[config.mk]
export PLATFORM = sky130hd
export DESIGN_NAME = bus_top
export DESIGN_NICKNAME = d
export VERILOG_FILES = /design/src/bus_pkg.sv /design/src/addr_arbiter.sv /design/src/data_arbiter.sv /design/src/bus_master.sv /design/src/bus_target.sv /design/src/bus_top.sv
export VERILOG_INCLUDE_DIRS = /design/src /design/src/src
export SDC_FILE = /design/constraint.sdc
export NUM_CORES = 1
export LEC_CHECK = 0
export CAP_MARGIN = 20
export CELL_PAD_IN_SITES_DETAIL_PLACEMENT = 1
export CELL_PAD_IN_SITES_GLOBAL_PLACEMENT = 1
export CORE_ASPECT_RATIO = 0.6
export CORE_MARGIN = 2
export CORE_UTILIZATION = 57
export CTS_BUF_LIST = sky130_fd_sc_hd__clkbuf_16
export DETAILED_ROUTE_END_ITERATION = 10
export DONT_BUFFER_PORTS = 1
export PLACE_DENSITY = 0.87
export REMOVE_ABC_BUFFERS = 1
export SKIP_LAST_GASP = 1
export SLEW_MARGIN = 20
export SYNTH_ARGS = -nofsm -noshare
export SYNTH_HDL_FRONTEND = slang
export SYNTH_SLANG_ARGS = --single-unit
[constraint.sdc]
create_clock -name clk -period 10.2 [get_ports clk]
set_clock_uncertainty 0.05 [all_clocks]
set_input_delay 2.04 -clock clk [delete_from_list [all_inputs] [get_ports clk]]
set_output_delay 2.04 -clock clk [all_outputs]
set_load 0.05 [all_outputs]
[src/bus_config.svh]
`ifndef BUS_CONFIG_SVH
`define BUS_CONFIG_SVH

// width of a bus address
`define BUS_ADDR_W 8

// width of a bus data word
`define BUS_DATA_W 32

// words held by the memory target, indexed by the low address bits
`define BUS_MEM_WORDS 16

// cycles from ts to aack at the target
`define BUS_ACK_LATENCY 2

// cycles after a write beat during which new address tenures are retried
`define BUS_WRITE_BUSY 4

`endif

[src/bus_pkg.sv]
`default_nettype none

`include "bus_config.svh"

package bus_pkg;

	// an address as it travels on the shared address bus
	typedef logic [`BUS_ADDR_W-1:0] addr_t;

	// a data word as it travels on the shared data bus
	typedef logic [`BUS_DATA_W-1:0] data_t;

	// names master 0 or master 1
	typedef logic [0:0] master_id_t;

	// address arbiter states
	// the idle states remember which master owned the bus last
	typedef enum logic [2:0] {
		idle_0,
		idle_1,
		granted_0,
		granted_0_aack,
		granted_1,
		granted_1_aack
	} arb_state_t;

	// per-master transaction states, one transaction at a time
	typedef enum logic [1:0] {idle, request, addr_wait, data_wait} tenure_state_t;

endpackage

`default_nettype wire

[src/addr_arbiter.sv]
`timescale 1ns/1ps
`default_nettype none

module addr_arbiter (
	input  logic clk,
	input  logic rst,
	input  logic br0,
	input  logic br1,
	input  logic ts,
	input  logic aack,
	input  logic artry,
	output logic bg0,
	output logic bg1
);

	bus_pkg::arb_state_t state;
	bus_pkg::arb_state_t state_nxt;

	always_comb begin
		state_nxt = state;
		case (state)
			bus_pkg::idle_0, bus_pkg::idle_1: begin
				if (artry) begin
					// a retry is in flight, so keep the grant where it is
					// and let the retried master ask again
					state_nxt = state;
				end else if (ts) begin
					// the last owner used its grant from the aack window to
					// start a parked transfer, so track that tenure as granted
					state_nxt = (state == bus_pkg::idle_0) ? bus_pkg::granted_0 :
						bus_pkg::granted_1;
				end else if (br0 && !br1) begin
					state_nxt = bus_pkg::granted_0;
				end else if (br1 && !br0) begin
					state_nxt = bus_pkg::granted_1;
				end else if (!br0 && !br1) begin
					state_nxt = state;
				end else begin
					// both masters want the bus: hand it to the one that
					// did not own it last time
					state_nxt = (state == bus_pkg::idle_0) ? bus_pkg::granted_1 :
						bus_pkg::granted_0;
				end
			end
			bus_pkg::granted_0: begin
				if (aack) begin
					state_nxt = bus_pkg::granted_0_aack;
				end
			end
			bus_pkg::granted_0_aack: begin
				// one cycle in which the owner may park another start
				state_nxt = bus_pkg::idle_0;
			end
			bus_pkg::granted_1: begin
				if (aack) begin
					state_nxt = bus_pkg::granted_1_aack;
				end
			end
			bus_pkg::granted_1_aack: begin
				state_nxt = bus_pkg::idle_1;
			end
			default: begin
				state_nxt = bus_pkg::idle_1;
			end
		endcase
	end

	// idle_1 after reset means master 0 wins the first tie
	always_ff @(posedge clk) begin
		if (rst) begin
			state <= bus_pkg::idle_1;
		end else begin
			state <= state_nxt;
		end
	end

	// the grant stays up through the aack state so the owner can park
	assign bg0 = (state == bus_pkg::granted_0) || (state == bus_pkg::granted_0_aack);
	assign bg1 = (state == bus_pkg::granted_1) || (state == bus_pkg::granted_1_aack);

endmodule

`default_nettype wire

[src/data_arbiter.sv]
`timescale 1ns/1ps
`default_nettype none

module data_arbiter (
	input  logic clk,
	input  logic rst,
	input  logic aack,
	input  logic artry,
	input  logic bg0,
	input  logic ta,
	output logic dbg0,
	output logic dbg1
);

	// with one transaction per master, two entries never overflow
	bus_pkg::master_id_t fifo [2];
	bus_pkg::master_id_t push_id;
	logic rd_ptr;
	logic wr_ptr;
	logic [1:0] count;
	logic push;

	// an address tenure is accepted when aack comes without artry
	assign push = aack && !artry;

	// the address owner is whoever holds the address grant at aack time
	assign push_id = bus_pkg::master_id_t'(!bg0);

	always_ff @(posedge clk) begin
		if (rst) begin
			rd_ptr <= 1'b0;
			wr_ptr <= 1'b0;
			count <= 2'd0;
		end else begin
			if (push) begin
				wr_ptr <= !wr_ptr;
			end
			// every ta ends the data tenure at the head
			if (ta) begin
				rd_ptr <= !rd_ptr;
			end
			case ({push, ta})
				2'b10: count <= count + 2'd1;
				2'b01: count <= count - 2'd1;
				default: count <= count;
			endcase
		end
	end

	always_ff @(posedge clk) begin
		if (push) begin
			fifo[wr_ptr] <= push_id;
		end
	end

	// data grants follow the order in which address tenures were accepted
	assign dbg0 = (count != 2'd0) && (fifo[rd_ptr] == bus_pkg::master_id_t'(0));
	assign dbg1 = (count != 2'd0) && (fifo[rd_ptr] == bus_pkg::master_id_t'(1));

endmodule

`default_nettype wire

[src/bus_master.sv]
`timescale 1ns/1ps
`default_nettype none

module bus_master (
	input  logic                clk,
	input  logic                rst,
	input  logic                cmd_valid,
	input  logic                cmd_write,
	input  bus_pkg::addr_t      cmd_addr,
	input  bus_pkg::data_t      cmd_wdata,
	input  logic                bg,
	input  logic                aack,
	input  logic                artry,
	input  logic                dbg,
	input  logic                ta,
	input  bus_pkg::data_t      bus_rdata,
	output logic                busy,
	output logic                done,
	output bus_pkg::data_t      rdata,
	output logic                br,
	output logic                ts,
	output logic                write,
	output bus_pkg::addr_t      addr,
	output bus_pkg::data_t      wdata
);

	bus_pkg::tenure_state_t state;
	logic write_q;
	bus_pkg::addr_t addr_q;
	bus_pkg::data_t wdata_q;
	logic ts_q;
	logic beat;

	// ta belongs to this master only while its data grant is up
	assign beat = (state == bus_pkg::data_wait) && dbg && ta;

	always_ff @(posedge clk) begin
		if (rst) begin
			state <= bus_pkg::idle;
			ts_q <= 1'b0;
			done <= 1'b0;
		end else begin
			ts_q <= 1'b0;
			done <= 1'b0;
			case (state)
				bus_pkg::idle: begin
					// a command while busy is never seen here and is dropped
					if (cmd_valid) begin
						if (bg) begin
							// grant already parked on us, start without asking
							ts_q <= 1'b1;
							state <= bus_pkg::addr_wait;
						end else begin
							state <= bus_pkg::request;
						end
					end
				end
				bus_pkg::request: begin
					if (bg) begin
						ts_q <= 1'b1;
						state <= bus_pkg::addr_wait;
					end
				end
				bus_pkg::addr_wait: begin
					// a retry cancels the tenure and we ask for the bus again
					if (aack) begin
						state <= artry ? bus_pkg::request : bus_pkg::data_wait;
					end
				end
				bus_pkg::data_wait: begin
					if (beat) begin
						done <= 1'b1;
						state <= bus_pkg::idle;
					end
				end
				default: begin
					state <= bus_pkg::idle;
				end
			endcase
		end
	end

	// command payload is captured once and held for all retries
	always_ff @(posedge clk) begin
		if ((state == bus_pkg::idle) && cmd_valid) begin
			write_q <= cmd_write;
			addr_q <= cmd_addr;
			wdata_q <= cmd_wdata;
		end
		if (beat && !write_q) begin
			rdata <= bus_rdata;
		end
	end

	assign busy = (state != bus_pkg::idle);
	assign br = (state == bus_pkg::request);
	assign ts = ts_q;

	// drive zeros when idle so the top level can OR both masters
	assign addr = ts_q ? addr_q : '0;
	assign write = ts_q && write_q;
	assign wdata = ((state == bus_pkg::data_wait) && dbg && write_q) ? wdata_q : '0;

endmodule

`default_nettype wire

[src/bus_target.sv]
`timescale 1ns/1ps
`default_nettype none

`include "bus_config.svh"

module bus_target (
	input  logic           clk,
	input  logic           rst,
	input  logic           ts,
	input  logic           write,
	input  bus_pkg::addr_t addr,
	input  logic           dbg,
	input  bus_pkg::data_t wdata,
	output logic           aack,
	output logic           artry,
	output logic           ta,
	output bus_pkg::data_t rdata
);

	localparam int idx_w = $clog2(`BUS_MEM_WORDS);
	localparam int lat_w = $clog2(`BUS_ACK_LATENCY + 1);
	localparam int busy_w = $clog2(`BUS_WRITE_BUSY + 1);

	bus_pkg::data_t mem [`BUS_MEM_WORDS];
	logic [lat_w-1:0] lat_cnt;
	logic [busy_w-1:0] busy_cnt;
	bus_pkg::addr_t pend_addr;
	logic pend_write;
	bus_pkg::addr_t q_addr [2];
	logic q_write [2];
	logic q_rd_ptr;
	logic q_wr_ptr;
	logic accept;
	logic [idx_w-1:0] head_idx;

	// aack lands exactly BUS_ACK_LATENCY cycles after ts
	assign aack = (lat_cnt == lat_w'(1));

	// while a recent write is still settling, new tenures are bounced
	assign artry = aack && (busy_cnt != '0);
	assign accept = aack && !artry;

	// data beats are served in the order their addresses were accepted
	assign head_idx = q_addr[q_rd_ptr][idx_w-1:0];

	always_ff @(posedge clk) begin
		if (rst) begin
			lat_cnt <= '0;
			busy_cnt <= '0;
			ta <= 1'b0;
			q_rd_ptr <= 1'b0;
			q_wr_ptr <= 1'b0;
			for (int i = 0; i < `BUS_MEM_WORDS; i++) begin
				mem[i] <= '0;
			end
		end else begin
			if (ts) begin
				lat_cnt <= lat_w'(`BUS_ACK_LATENCY);
			end else if (lat_cnt != '0) begin
				lat_cnt <= lat_cnt - lat_w'(1);
			end
			// one beat per data grant, never two in a row
			ta <= dbg && !ta;
			if (accept) begin
				q_wr_ptr <= !q_wr_ptr;
			end
			if (ta) begin
				q_rd_ptr <= !q_rd_ptr;
			end
			if (ta && q_write[q_rd_ptr]) begin
				mem[head_idx] <= wdata;
				busy_cnt <= busy_w'(`BUS_WRITE_BUSY);
			end else if (busy_cnt != '0) begin
				busy_cnt <= busy_cnt - busy_w'(1);
			end
		end
	end

	always_ff @(posedge clk) begin
		// the address phase is held until its aack decides its fate
		if (ts) begin
			pend_addr <= addr;
			pend_write <= write;
		end
		if (accept) begin
			q_addr[q_wr_ptr] <= pend_addr;
			q_write[q_wr_ptr] <= pend_write;
		end
		// read data is fetched the cycle before ta so it is valid with ta
		if (dbg && !ta && !q_write[q_rd_ptr]) begin
			rdata <= mem[head_idx];
		end
	end

endmodule

`default_nettype wire

[src/bus_top.sv]
`timescale 1ns/1ps
`default_nettype none

module bus_top (
	input  logic           clk,
	input  logic           rst,
	input  logic           m0_cmd_valid,
	input  logic           m0_cmd_write,
	input  bus_pkg::addr_t m0_cmd_addr,
	input  bus_pkg::data_t m0_cmd_wdata,
	output logic           m0_busy,
	output logic           m0_done,
	output bus_pkg::data_t m0_rdata,
	input  logic           m1_cmd_valid,
	input  logic           m1_cmd_write,
	input  bus_pkg::addr_t m1_cmd_addr,
	input  bus_pkg::data_t m1_cmd_wdata,
	output logic           m1_busy,
	output logic           m1_done,
	output bus_pkg::data_t m1_rdata,
	output logic           bg0,
	output logic           bg1,
	output logic           artry,
	output logic           ts
);

	logic br0;
	logic br1;
	logic ts0;
	logic ts1;
	logic write0;
	logic write1;
	bus_pkg::addr_t addr0;
	bus_pkg::addr_t addr1;
	bus_pkg::data_t wdata0;
	bus_pkg::data_t wdata1;
	logic dbg0;
	logic dbg1;
	logic aack;
	logic ta;
	bus_pkg::data_t bus_rdata;

	// idle masters drive zeros, so the shared bus is a plain OR
	assign ts = ts0 | ts1;

	bus_master m0_i (
		.clk(clk), .rst(rst),
		.cmd_valid(m0_cmd_valid), .cmd_write(m0_cmd_write),
		.cmd_addr(m0_cmd_addr), .cmd_wdata(m0_cmd_wdata),
		.bg(bg0), .aack(aack), .artry(artry), .dbg(dbg0), .ta(ta),
		.bus_rdata(bus_rdata),
		.busy(m0_busy), .done(m0_done), .rdata(m0_rdata),
		.br(br0), .ts(ts0), .write(write0), .addr(addr0), .wdata(wdata0)
	);

	bus_master m1_i (
		.clk(clk), .rst(rst),
		.cmd_valid(m1_cmd_valid), .cmd_write(m1_cmd_write),
		.cmd_addr(m1_cmd_addr), .cmd_wdata(m1_cmd_wdata),
		.bg(bg1), .aack(aack), .artry(artry), .dbg(dbg1), .ta(ta),
		.bus_rdata(bus_rdata),
		.busy(m1_busy), .done(m1_done), .rdata(m1_rdata),
		.br(br1), .ts(ts1), .write(write1), .addr(addr1), .wdata(wdata1)
	);

	addr_arbiter addr_arb_i (
		.clk(clk), .rst(rst), .br0(br0), .br1(br1), .ts(ts),
		.aack(aack), .artry(artry), .bg0(bg0), .bg1(bg1)
	);

	// the data arbiter learns the owner of each accepted tenure from bg0
	data_arbiter data_arb_i (
		.clk(clk), .rst(rst), .aack(aack), .artry(artry), .bg0(bg0),
		.ta(ta), .dbg0(dbg0), .dbg1(dbg1)
	);

	bus_target target_i (
		.clk(clk), .rst(rst), .ts(ts), .write(write0 | write1),
		.addr(addr0 | addr1), .dbg(dbg0 | dbg1), .wdata(wdata0 | wdata1),
		.aack(aack), .artry(artry), .ta(ta), .rdata(bus_rdata)
	);

endmodule

`default_nettype wire

# Yosys cells after proc, flatten, opt, wreduce, memory -nomap -nowiden

Memory sizes are Yosys's and may differ from the RTL's. A register that Yosys moved wholly into a read port is not among the register bits.
Index checks and enable logic that the tools add are counted.

Flip-flop bits (word level): 178
RAM bits: 532
Bits of input ports: 86
Word-level logic and storage cells: 180
Memories: 4

$add $sub $neg: 4
Equality and inequality tests: 26
Multiplexer cells: 55
Bitwise logic cells: 8
Reduce and logical (&&, ||, !) cells: 56

Memories:

| memory           | words | width | read ports | clocked after Yosys merged registers in | wr ports | RTL line           | text |
|---|---|---|---|---|---|---|---|
| target_i.mem     | 16    | 32    | 1          | 1                                       | 16       | bus_target.sv:24   | `` bus_pkg::data_t mem [`BUS_MEM_WORDS]; `` |
| target_i.q_addr  | 2     | 8     | 1          | 1                                       | 1        | bus_target.sv:29   | `bus_pkg::addr_t q_addr [2];` |
| data_arb_i.fifo  | 2     | 1     | 1          | 1                                       | 1        | data_arbiter.sv:16 | `bus_pkg::master_id_t fifo [2];` |
| target_i.q_write | 2     | 1     | 1          | 1                                       | 1        | bus_target.sv:30   | `logic q_write [2];` |

Operators with widths:

| cell                 | count |
|---|---|
| $mux W32             | 3 |
| $mux W3              | 11 |
| $or A32 B32 Y32      | 1 |
| $reduce_or A32 Y1    | 1 |
| $mux W2              | 12 |
| $logic_and A1 B1 Y1  | 22 |
| $mux W1              | 20 |
| $mux W8              | 2 |
| $pmux W2 S4          | 2 |
| $ne A2 B1 Y1 const B | 7 |
| $reduce_bool A2 Y1   | 7 |
| $logic_not A1 Y1     | 12 |
| $pmux W3 S4          | 1 |
| $reduce_and A4 Y1    | 3 |
| $eq A2 B2 Y1 const B | 5 |
| $reduce_or A2 Y1     | 5 |
| $eq A2 B1 Y1 const B | 4 |
| $ne A2 B2 Y1 const B | 4 |
| $or A8 B8 Y8         | 1 |
| $eq A3 B2 Y1 const B | 2 |
| $eq A3 B3 Y1 const B | 2 |
| $ne A5 B3 Y1 const B | 1 |
| $logic_not A2 Y1     | 2 |
| $mux W4              | 1 |
| other kinds (11)     | 18 |

# Longest topological paths before layout

Gate-level depths: netlist (run 1).

Word-level depth: 9
Gate-level depth with buffers: 9

# Hierarchy

From an unflattened synthesis (run 1), not the netlist that was laid out.

Cells, all modules: 2616
Area total of the unflattened synthesis: 34521.9 um2

By module, submodules not included:

| module       | times used | cells an instance | area each (um2) |
|---|---|---|---|
| bus_target   | 1          | 2225              | 28359.7 |
| bus_master   | 2          | 148               | 2708.8 |
| data_arbiter | 1          | 28                | 284.0 |
| bus_top      | 1          | 43                | 269.0 |
| addr_arbiter | 1          | 24                | 191.4 |

# Least setup slack after synthesis (run 1)

OpenSTA, ideal clock, no wires.

Kind: input to register
Start point: input rst
End point: memory target_i.mem[1][0] in the netlist's numbering (enable)
Data arrival time: 3716 ps
Slack: 6045 ps
Stages: 6
Buffers on the path: 3
Path through: clkbuf_1 nor2_2 buf_2 nand3_1 buf_2 nand2_1

RTL lines:

| item            | RTL line         | text |
|---|---|---|
| start, declared | bus_top.sv:6     | `input logic rst,` |
| end, declared   | bus_target.sv:24 |  |

==> results.ini, run 1 <==
[routing]
via_per_inst=6.88
drt_iter0_drc=2593
firstDrtPassIters=6
wl_um=88900
antenna_left=0
drc=0
wl_per_cell_um=33.4
vias=18300

[power]
comb_power_share_pct=7.4
p_sw_uw=1570
p_clk_share_pct=38.9
seqPwrFrac_pct=53.7
power.internal_uw=5000
total_power_uw=6560
ir_worst_vdd_mv=0.130
powerDensity_nw_per_um2=208
switching_share_pct=23.9
cellLeakagePower_uw=0.0103

[final_layout]
drive_gt1_share_pct=9.93
final_util_pct=63.6
n_antenna_cell=0
syn_to_final_growth_pct=9.70
n_fill_cell=4456
final_cells=2664
fin_nets=2054

[place]
dp.cells=2545
gp_congestion=0.775
portBuffers=0
post-dp-hpwl_um=47000

[synthesis]
post_synth.cell_area_avg_um2=14.2
synth_most_common_cell=edfxtp_1
synth_top_family_by_area=simple AND/OR/NAND/NOR gates
synthArstFlopShare_pct=0
synth_fa_ha_area_share_pct=0.209
yosysTopAreaCellShare_pct=73.0
synth_edf_count=699
synth.area.mux_share_pct=4.60
netlist_top_cells_area=edfxtp_1 73%, nor2_1 7.0%, mux2i_1 4.6%
ys_seq_elements=724
seq_area_frac_synth_pct=74.7
syn_inst=2020
ys_types=47
yosys.area_share.xor_xnor_pct=0.213
yosys_warnings=0
yosys.area.top_type=edfxtp_1
synthSimpleGateAreaFrac_pct=9.29
synth_compound_area_share_pct=8.20
synth_area_um2=28800
yosys-top-cells-count=699 x edfxtp_1, 539 x nor2_1, 131 x a22oi_1, 131 x mux2i_1, 82 x buf_2
synth_ff_type=edfxtp_1

[setup_path]
reg2reg_slack_ns=5.30
path_class=in -> reg
crit_chain=nor2_2 > nand3_2 > nand2_2
worst_path_max_delay_cell=nand2_2
cp-end-kind=flip-flop
crit_required_ns=10.35
rr_worst_depth=5
critPathMaxFanout=33
critPathLaunchType=input pin
reg2reg_to=target_i.mem[2][12]
critPathMaxStageDelay_ns=1.27
crit_arrival_ns=5.13

[clock_tree]
cts_tree=yes
ctsHoldBuffers=0
ctsResizeCount=0
clockRootBuffer=clkbuf_16
clk_path_buf_depth=3
cts_inserted_buffers=67
post-cts-setup-buffers=0
cts_sinks=724
clkTransAtPathRegs_ns=0.06
clk_latency_ns=0.60
htreeDepth=3

[timing]
min_period_ns=4.98
max_slew.worst_pin.slew_ns=1.14
setup-violations-final=0
rsz0062_at_grt=no
finalHoldViolCount=0
final_max_slew_viol_count=0
max_freq_ghz=0.201
post-route-period-util_pct=48.8
slew_headroom_pct=23.7

[worst_hold_path]
hold_class=reg -> reg
hp-start=target_i.rdata[20]
holdPathStages=0
hold_end=m0_i.rdata[20]

[global_route]
grt_pass1_vias=19400
globalRouteOverflowTotal=0
grt_max_degree=129
grt.total_usage_pct=34.4
grt_pass1_wl_um=129000
antenna_found_initial=0

[die]
die_w_um=294
fp.dieArea_um2=52300
ios=158
initial_utilization_pct=58.0
die_y_um=178
row_count=63
core_area_um2=49600

[job]
maxCapViolations=0

[outcome]
status=completed

==> power by group through the flow <==
stage / clock, uW / sequential, uW / combinational [uW]
6_report: 2560 / 3520 / 482
5_1_grt: 2650 / 3540 / 506
4_1_cts: 2550 / 3520 / 473
3_5_place_dp: 0 / 3580 / 457
3_3_place_gp: 0 / 3560 / 425
2_1_floorplan: 0 / 3550 / 319
==> metal layers <==
metal	track usage, %	vias up	share of wire (%)
met1	43.8	9315	37
met3	8.81	281	11
li1	-	7405	-
met4	16.8	0	4.5
met2	55.7	1335	47
met5	0	-	0
==> area by class of cell <==
type	count	area (um2)	area share [%]
multi-input cells	1120	6750	21.4
clock inverters	46	355	1.13
flip-flops and latches	724	21500	68.1
well taps	650	813	2.58
clock buffers	73	1830	5.79
inverters	19	71.3	0.226
repair buffers	32	250	0.793
==> cells by family (layout without fill, tap and decap cells) <==
kind of cell / after synthesis / count (layout)
buffers and inverters: 176 / 170
AND/OR/NAND/NOR: 651 / 651
flip-flops: 724 / 724
multiplexers: 132 / 132
XOR/XNOR: 7 / 7
AO/OA/AOI/OAI: 325 / 325
adder cells (fa/ha/maj): 5 / 5
==> how the worst max path moves through the flow <==
stage,startpoint,end,depth (start not counted)
floorplan,flip-flop,target_i.rdata[20],4
global placement,rst,target_i.mem[7][21],3
detailed placement,rst,target_i.mem[5][25],3
CTS,flip-flop,target_i.mem[7][28],5
global route,rst,target_i.mem[1][12],3
finish,rst,target_i.mem[0][28],3
==> state kept, by name, indices dropped and copies added, names as in the netlist, 3 cells and up, named ones only <==
register,cells
target_i.mem,512
m0_i.rdata,32
m0_i.wdata_q,32
m1_i.rdata,32
m1_i.wdata_q,32
target_i.rdata,32
target_i.q_addr,8
m0_i.addr_q,4
m1_i.addr_q,4
target_i.pend_addr,4
addr_arb_i.state,3
target_i.busy_cnt,3
==> metrics by stage <==
step	hold WS, ns	TNS (ns)	cell area (um2)	setup WS [ns]
5_1_grt	0.414	0	31600	5.17
3_5_place_dp	0.382	0	29300	4.72
6_report	0.397	0	31600	5.22
2_1_floorplan	0.363	-39.81	28000	-1.25
3_3_place_gp	0.371	0	29300	4.93
4_1_cts	0.396	0	31500	5.24
==> critical path: cells and delay by family <==
| family | cells | cell delay, ns |
|---|---|---|
| and+or+nand+nor | 3 | 3.06 |
==> cell usage in the layout, fill, tap and decap left out, types with 4 or more instances in the layout <==
cell	n
a21oi_1	72
a22o_1	5
a22oi_1	130
a22oi_2	31
buf_4	30
bufinv_16	6
clkbuf_16	73
clkinv_1	21
clkinv_2	9
dfxtp_1	25
edfxtp_1	699
ha_1	4
inv_1	24
mux2i_1	130
nand2_1	11
nand2_2	11
nand2_4	6
nand2b_1	7
nand3_1	8
nand3_2	4
nand3_4	4
nor2_1	536
nor2b_1	5
nor3_1	7
o21ai_0	5
o22ai_1	66
or4_1	32
xor2_1	4
Note: power is estimated with default switching activity, not from simulation.
==> run 2, diff against run 1 <==
--- a/config.mk
+++ b/config.mk
@@ -11,11 +11,11 @@
 export CELL_PAD_IN_SITES_GLOBAL_PLACEMENT = 1
 export CORE_ASPECT_RATIO = 0.6
 export CORE_MARGIN = 2
-export CORE_UTILIZATION = 57
+export CORE_UTILIZATION = 48
 export CTS_BUF_LIST = sky130_fd_sc_hd__clkbuf_16
 export DETAILED_ROUTE_END_ITERATION = 10
 export DONT_BUFFER_PORTS = 1
-export PLACE_DENSITY = 0.87
+export PLACE_DENSITY = 0.78
 export REMOVE_ABC_BUFFERS = 1
 export SKIP_LAST_GASP = 1
 export SLEW_MARGIN = 20
==> constraint.sdc (replaced) <==
create_clock -name clk -period 4.2 [get_ports clk]
set_clock_uncertainty 0.05 [all_clocks]
set_input_delay 0.84 -clock clk [delete_from_list [all_inputs] [get_ports clk]]
set_output_delay 0.84 -clock clk [all_outputs]
set_load 0.05 [all_outputs]
==> run 2 against run 1 <==
  * Critical path type is now reg -> reg
  * Hold slack lost 0.16 ns
  * Setup slack lost 4.4 ns
  * Register-to-register slack lost 4.5 ns
  * Combinational power grew 140%
  * Sequential cell count is the same
  * Clock power grew 140%
  * Global-route usage shrank 7.8 points
  * Non-clock buffer count grew 30
  * Sequential share of layout area shrank 1.1 points
  * Final cell count grew 6.3%
  * Die area grew 18%
  * First-iteration DRC count shrank 16%
==> results.ini, run 2 (same netlist as run 1, synthesis figures left out) <==
[outcome]
status=completed  ; unchanged

[place]
portBuffers=0  ; unchanged
post-place-ws_ns=0.862  ; was 4.72 ns
gp_congestion=0.795  ; was 0.775
post-dp-hpwl_um=48100  ; was 47000 um

[final_layout]
n_fill_cell=5638  ; was 4456
top_register=target_i.mem  ; unchanged
final_cell_mix=699 x edfxtp_1, 536 x nor2_1, 131 x a22oi_1, 130 x mux2i_1  ; was 699 x edfxtp_1, 536 x nor2_1, 130 x mux2i_1, 130 x a22oi_1, 73 x clkbuf_16
largest_reg_flops=512  ; unchanged
fin_nets=2086  ; was 2054
multiInputGateArea_um2=6730  ; was 6750 um2
seq_area_um2=21500  ; unchanged
final_common_cell=edfxtp_1  ; unchanged
drive_gt1_share_pct=12.2  ; was 9.93%
syn_to_final_growth_pct=11.6  ; was 9.70%

[global_route]
antenna_found_initial=3  ; was 0
globalRouteOverflowTotal=0  ; unchanged
grt_max_degree=81  ; was 129
grt_pass1_vias=18600  ; was 19400
grt_pass1_wl_um=121000  ; was 129000 um
grt.total_usage_pct=26.6  ; was 34.4%

[clock_tree]
htreeDepth=3  ; unchanged
ctsHoldBuffers=0  ; unchanged
cts_sinks=724  ; unchanged
clk_path_buf_depth=3  ; unchanged
cts_tree=yes  ; unchanged
post-cts-setup-buffers=0  ; unchanged
clkTransAtPathRegs_ns=0.06  ; about the same
clockRootBuffer=clkbuf_16  ; unchanged
clk_latency_ns=0.63  ; was 0.60 ns
cts_inserted_buffers=69  ; was 67
ctsResizeCount=0  ; unchanged

[die]
die_y_um=194  ; was 178 um
fp.dieArea_um2=62000  ; was 52300 um2
initial_utilization_pct=48.6  ; was 58.0%
ios=158  ; unchanged
row_count=69  ; was 63
core_area_um2=59200  ; was 49600 um2
die_w_um=320  ; was 294 um

[setup_path]
crit_required_ns=4.38  ; was 10.35 ns
reg2reg_slack_ns=0.81  ; was 5.30 ns
path_class=reg -> reg  ; was in -> reg
crit_arrival_ns=3.57  ; was 5.13 ns
critPathLaunchType=flip-flop  ; was input pin
cp-end-kind=flip-flop  ; unchanged
critPathMaxFanout=32  ; was 33

[timing]
min_period_ns=3.39
setup-violations-final=0  ; unchanged
finalHoldViolCount=0  ; unchanged
post-route-period-util_pct=80.7
final_max_slew_viol_count=0  ; unchanged
rsz0062_at_grt=no  ; unchanged
setup_slack_ns=0.811  ; was 5.22 ns
max_freq_ghz=0.295
slew_headroom_pct=21.1  ; was 23.7%
hold_ws_ns=0.232  ; was 0.397 ns
max_slew.worst_pin.slew_ns=1.18  ; was 1.14 ns
tns_ns=0  ; unchanged

[routing]
drc=0  ; unchanged
firstDrtPassIters=5  ; was 6
drt_iter0_drc=2177  ; was 2593
vias=17600  ; was 18300
wl_per_cell_um=29.2  ; was 33.4 um
via_per_inst=6.23  ; was 6.88
antenna_left=0  ; unchanged
wl_um=82600  ; was 88900 um

[power]
cellLeakagePower_uw=0.0105  ; was 0.0103 uW
powerDensity_nw_per_um2=492  ; was 208 nW/um2
ir_worst_vdd_mv=0.374  ; was 0.130 mV

[worst_hold_path]
hp-start=rst  ; was target_i.rdata[20]
hold_class=in -> reg  ; was reg -> reg

[job]
maxCapViolations=0  ; unchanged

-- run 2: per-stage QoR --
stage | cell area [um2] | cells | util (%) | power, uW
2_1_floorplan | 28000 | 1863 | - | 9400
3_3_place_gp | 29900 | 2705 | 50.5 | 9720
3_5_place_dp | 29900 | 2705 | 50.5 | 9810
4_1_cts | 32100 | 2829 | 54.1 | 15900
5_1_grt | 32100 | 2830 | 54.2 | 16300
6_report | 32100 | 2831 | 54.2 | 15800
-- run 2: path summary, 6_finish.rpt --
check	endpoint	depth (start not counted)
worst min register to register	m0_i.rdata[11]	0
worst max register to register	target_i.mem[11][12]	4
worst min-delay path	target_i.lat_cnt[1]	1
worst max-delay path	target_i.mem[11][12]	4
-- run 2: worst max-delay path, stage by stage, from the launching register on --
cell and delay, ns:
dfxtp_1 0.69, nand2_1 0.31, o22ai_4 0.85, nand3_2 0.18
nand2_2 0.89
-- run 2: area by class of cell --
class,instances,area share [%]
clock inverters,52,1.15
clock buffers,72,5.61
flip-flops and latches,724,67.0
diodes,1,0.00780
inverters,19,0.222
repair buffers,62,2.02
well taps,781,3.05
multi-input cells,1120,21.0
-- run 2: per-layer routing --
metal | part of all wire, % | GRT usage [%] | up-vias
met3 | 8.5 | 5.11 | 156
met4 | 2.9 | 8.31 | 4
met1 | 41 | 37.0 | 9109
li1 | - | - | 7452
met2 | 47 | 42.7 | 906
met5 | 0.033 | 0 | -
-- run 2: where the power goes --
part	total (uW)	switching, uW	internal [uW]
clock	6120	2750	3370
combinational	1140	831	314
sequential	8530	187	8340
==> run 3, diff against run 2 <==
==> constraint.sdc (replaced) <==
create_clock -name clk -period 2.8 [get_ports clk]
set_clock_uncertainty 0.05 [all_clocks]
set_input_delay 0.56 -clock clk [delete_from_list [all_inputs] [get_ports clk]]
set_output_delay 0.56 -clock clk [all_outputs]
set_load 0.05 [all_outputs]
==> run 3 against run 2 <==
  * Critical path depth increased by 2
  * First-iteration DRC count decreased by 1.5%
  * Register-to-register slack got worse by 0.68 ns
  * Non-clock buffer count increased by 140
  * Sequential power increased by 50%
  * Via count increased by 5.7%
  * Hold slack got worse by 0.091 ns
  * Core utilization increased by 2.4 points
  * Die area unchanged
  * Fmax increased by 27%
  * Largest cell class unchanged
==> results.ini, run 3 (same netlist as run 1, synthesis figures left out) <==
[clock_tree]
htreeDepth=3  ; unchanged
cts_sinks=724  ; unchanged
clk_latency_ns=0.63  ; about the same
clockRootBuffer=clkbuf_16  ; unchanged
clkTransAtPathRegs_ns=0.06  ; about the same
cts_inserted_buffers=70  ; was 69
cts_tree=yes  ; unchanged
post-cts-setup-buffers=0  ; unchanged
clk_path_buf_depth=3  ; unchanged

[global_route]
globalRouteOverflowTotal=0  ; unchanged
antenna_found_initial=0  ; was 3
grt_pass1_vias=19800  ; was 18600
grt_pass1_wl_um=129000  ; was 121000 um
grt_max_degree=41  ; was 81
grt.total_usage_pct=28.6  ; was 26.6%

[final_layout]
final_cell_mix=699 x edfxtp_1, 536 x nor2_1, 131 x a22oi_1, 130 x mux2i_1, 96 x buf_4  ; was 699 x edfxtp_1, 536 x nor2_1, 131 x a22oi_1, 130 x mux2i_1
final_common_cell=edfxtp_1  ; unchanged
syn_to_final_growth_pct=16.5  ; was 11.6%
n_fill_cell=5602  ; was 5638
drive_gt1_share_pct=14.0  ; was 12.2%
fin_nets=2227  ; was 2086
final_cells=2969  ; was 2831
top_register=target_i.mem  ; unchanged
largest_reg_flops=512  ; unchanged

[setup_path]
crit_arrival_ns=2.98  ; was 3.57 ns
critPathLaunchType=flip-flop  ; unchanged
critPathMaxFanout=19  ; was 32
crit_chain=mux2i_4 > buf_12 > buf_4 > mux2i_1 > o22ai_1 > or4_1  ; was nand2_1 > o22ai_4 > nand3_2 > nand2_2
crit_required_ns=3.11  ; was 4.38 ns
path_class=reg -> reg  ; unchanged
cp-end-kind=flip-flop  ; unchanged
critPathMaxStageDelay_ns=0.54  ; was 0.89 ns
worst_path_max_delay_cell=or4_1  ; was nand2_2

[timing]
rsz0062_at_grt=no  ; unchanged
max_slew.worst_pin.slew_ns=1.01  ; was 1.18 ns
post-route-period-util_pct=95.3  ; was 80.7%
slew_headroom_pct=32.5  ; was 21.1%
max_freq_ghz=0.375  ; was 0.295 GHz
min_period_ns=2.67  ; was 3.39 ns
setup-violations-final=0  ; unchanged
setup_slack_ns=0.132  ; was 0.811 ns
finalHoldViolCount=0  ; unchanged
final_max_slew_viol_count=0  ; unchanged
tns_ns=0  ; unchanged

[outcome]
status=completed  ; unchanged

[die]
initial_utilization_pct=48.6  ; unchanged
die_w_um=320  ; unchanged
fp.dieArea_um2=62000  ; unchanged
core_area_um2=59200  ; unchanged
die_y_um=194  ; unchanged
row_count=69  ; unchanged
ios=158  ; unchanged

[power]
seqPwrFrac_pct=53.5  ; was 54.0%
ir_worst_vdd_mv=0.479  ; was 0.374 mV
p_sw_uw=5790  ; was 3770 uW
p_clk_share_pct=38.3  ; was 38.7%
switching_share_pct=24.2  ; was 23.9%
comb_power_share_pct=8.2  ; was 7.2%
powerDensity_nw_per_um2=714  ; was 492 nW/um2
power.internal_uw=18100  ; was 12000 uW
cellLeakagePower_uw=0.0112  ; was 0.0105 uW

[routing]
antenna_left=0  ; unchanged
wl_um=87900  ; was 82600 um
vias=18600  ; was 17600
wl_per_cell_um=29.6  ; was 29.2 um
firstDrtPassIters=5  ; unchanged
drt_iter0_drc=2145  ; was 2177
drc=0  ; unchanged
via_per_inst=6.27  ; was 6.23

[place]
gp_congestion=0.792  ; was 0.795
post-dp-hpwl_um=50200  ; was 48100 um
post-place-ws_ns=0.222  ; was 0.862 ns
portBuffers=0  ; unchanged
dp.cells=2771  ; was 2705

[worst_hold_path]
hold_class=in -> reg  ; unchanged

[job]
maxCapViolations=0  ; unchanged

==> run 3: critical path: cells and delay by family (launching register included) <==
family,cells,cell delay (ns)
muxes,2,0.64
and+or+nand+nor,1,0.54
DFF,1,0.46
buffers and inverters,2,0.50
AOI/OAI and AO/OA,1,0.19
==> run 3: worst paths after layout <==
check / startpoint / end / slack, ns / cells past startpoint
min reg2reg: target_i.pend_addr[3] / target_i.q_addr[0][3] / 0.40 / 0
min: m1_cmd_valid / m1_i.state[0] / 0.14 / 2
max reg2reg: flip-flop / target_i.rdata[18] / 0.13 / 6
max: flip-flop / target_i.rdata[18] / 0.13 / 6
==> run 3: metal layers <==
metal  part of all wire, %  GRT usage (%)
met2                    48           46.4
met1                    39           38.3
met4                   3.9           11.1
met5                     0              0
met3                   9.2           5.67
==> run 3: metrics by stage <==
step | cell area [um2] | power [uW] | util (%) | hold WS [ns]
finish | 33500 | 23900 | 56.6 | 0.141
global route | 33500 | 24600 | 56.6 | 0.120
CTS | 33500 | 24000 | 56.6 | 0.0945
detailed placement | 30600 | 14800 | 51.7 | 0.383
global placement | 30600 | 14700 | 51.7 | 0.372
floorplan | 28000 | 14100 | - | 0.363
==> run 3: timing repair <==
action / CTS / global route
hold endpoints to repair: 98 / 0
hold buffers: 75 / 0
setup endpoints to repair: 0 / 1
resized for setup: 0 / 1
==> run 3: power groups by stage <==
stage	registers [uW]	clock network, uW	logic (uW)
2_1_floorplan	12900	0	1160
3_3_place_gp	13000	0	1720
3_5_place_dp	13000	0	1820
4_1_cts	12800	9250	1930
5_1_grt	12900	9660	2070
6_report	12800	9180	1960
==> run 3: area by class of cell <==
class,count,area (um2),share of cell area [%]
antenna,1,2.50,0.00747
clock buffer,73,1830,5.45
clock inverter,49,324,0.967
inverter,19,71.3,0.213
multi-input combinational,1120,6720,20.1
sequential,724,21500,64.1
tap,781,977,2.92
timing repair buffer,202,2090,6.24
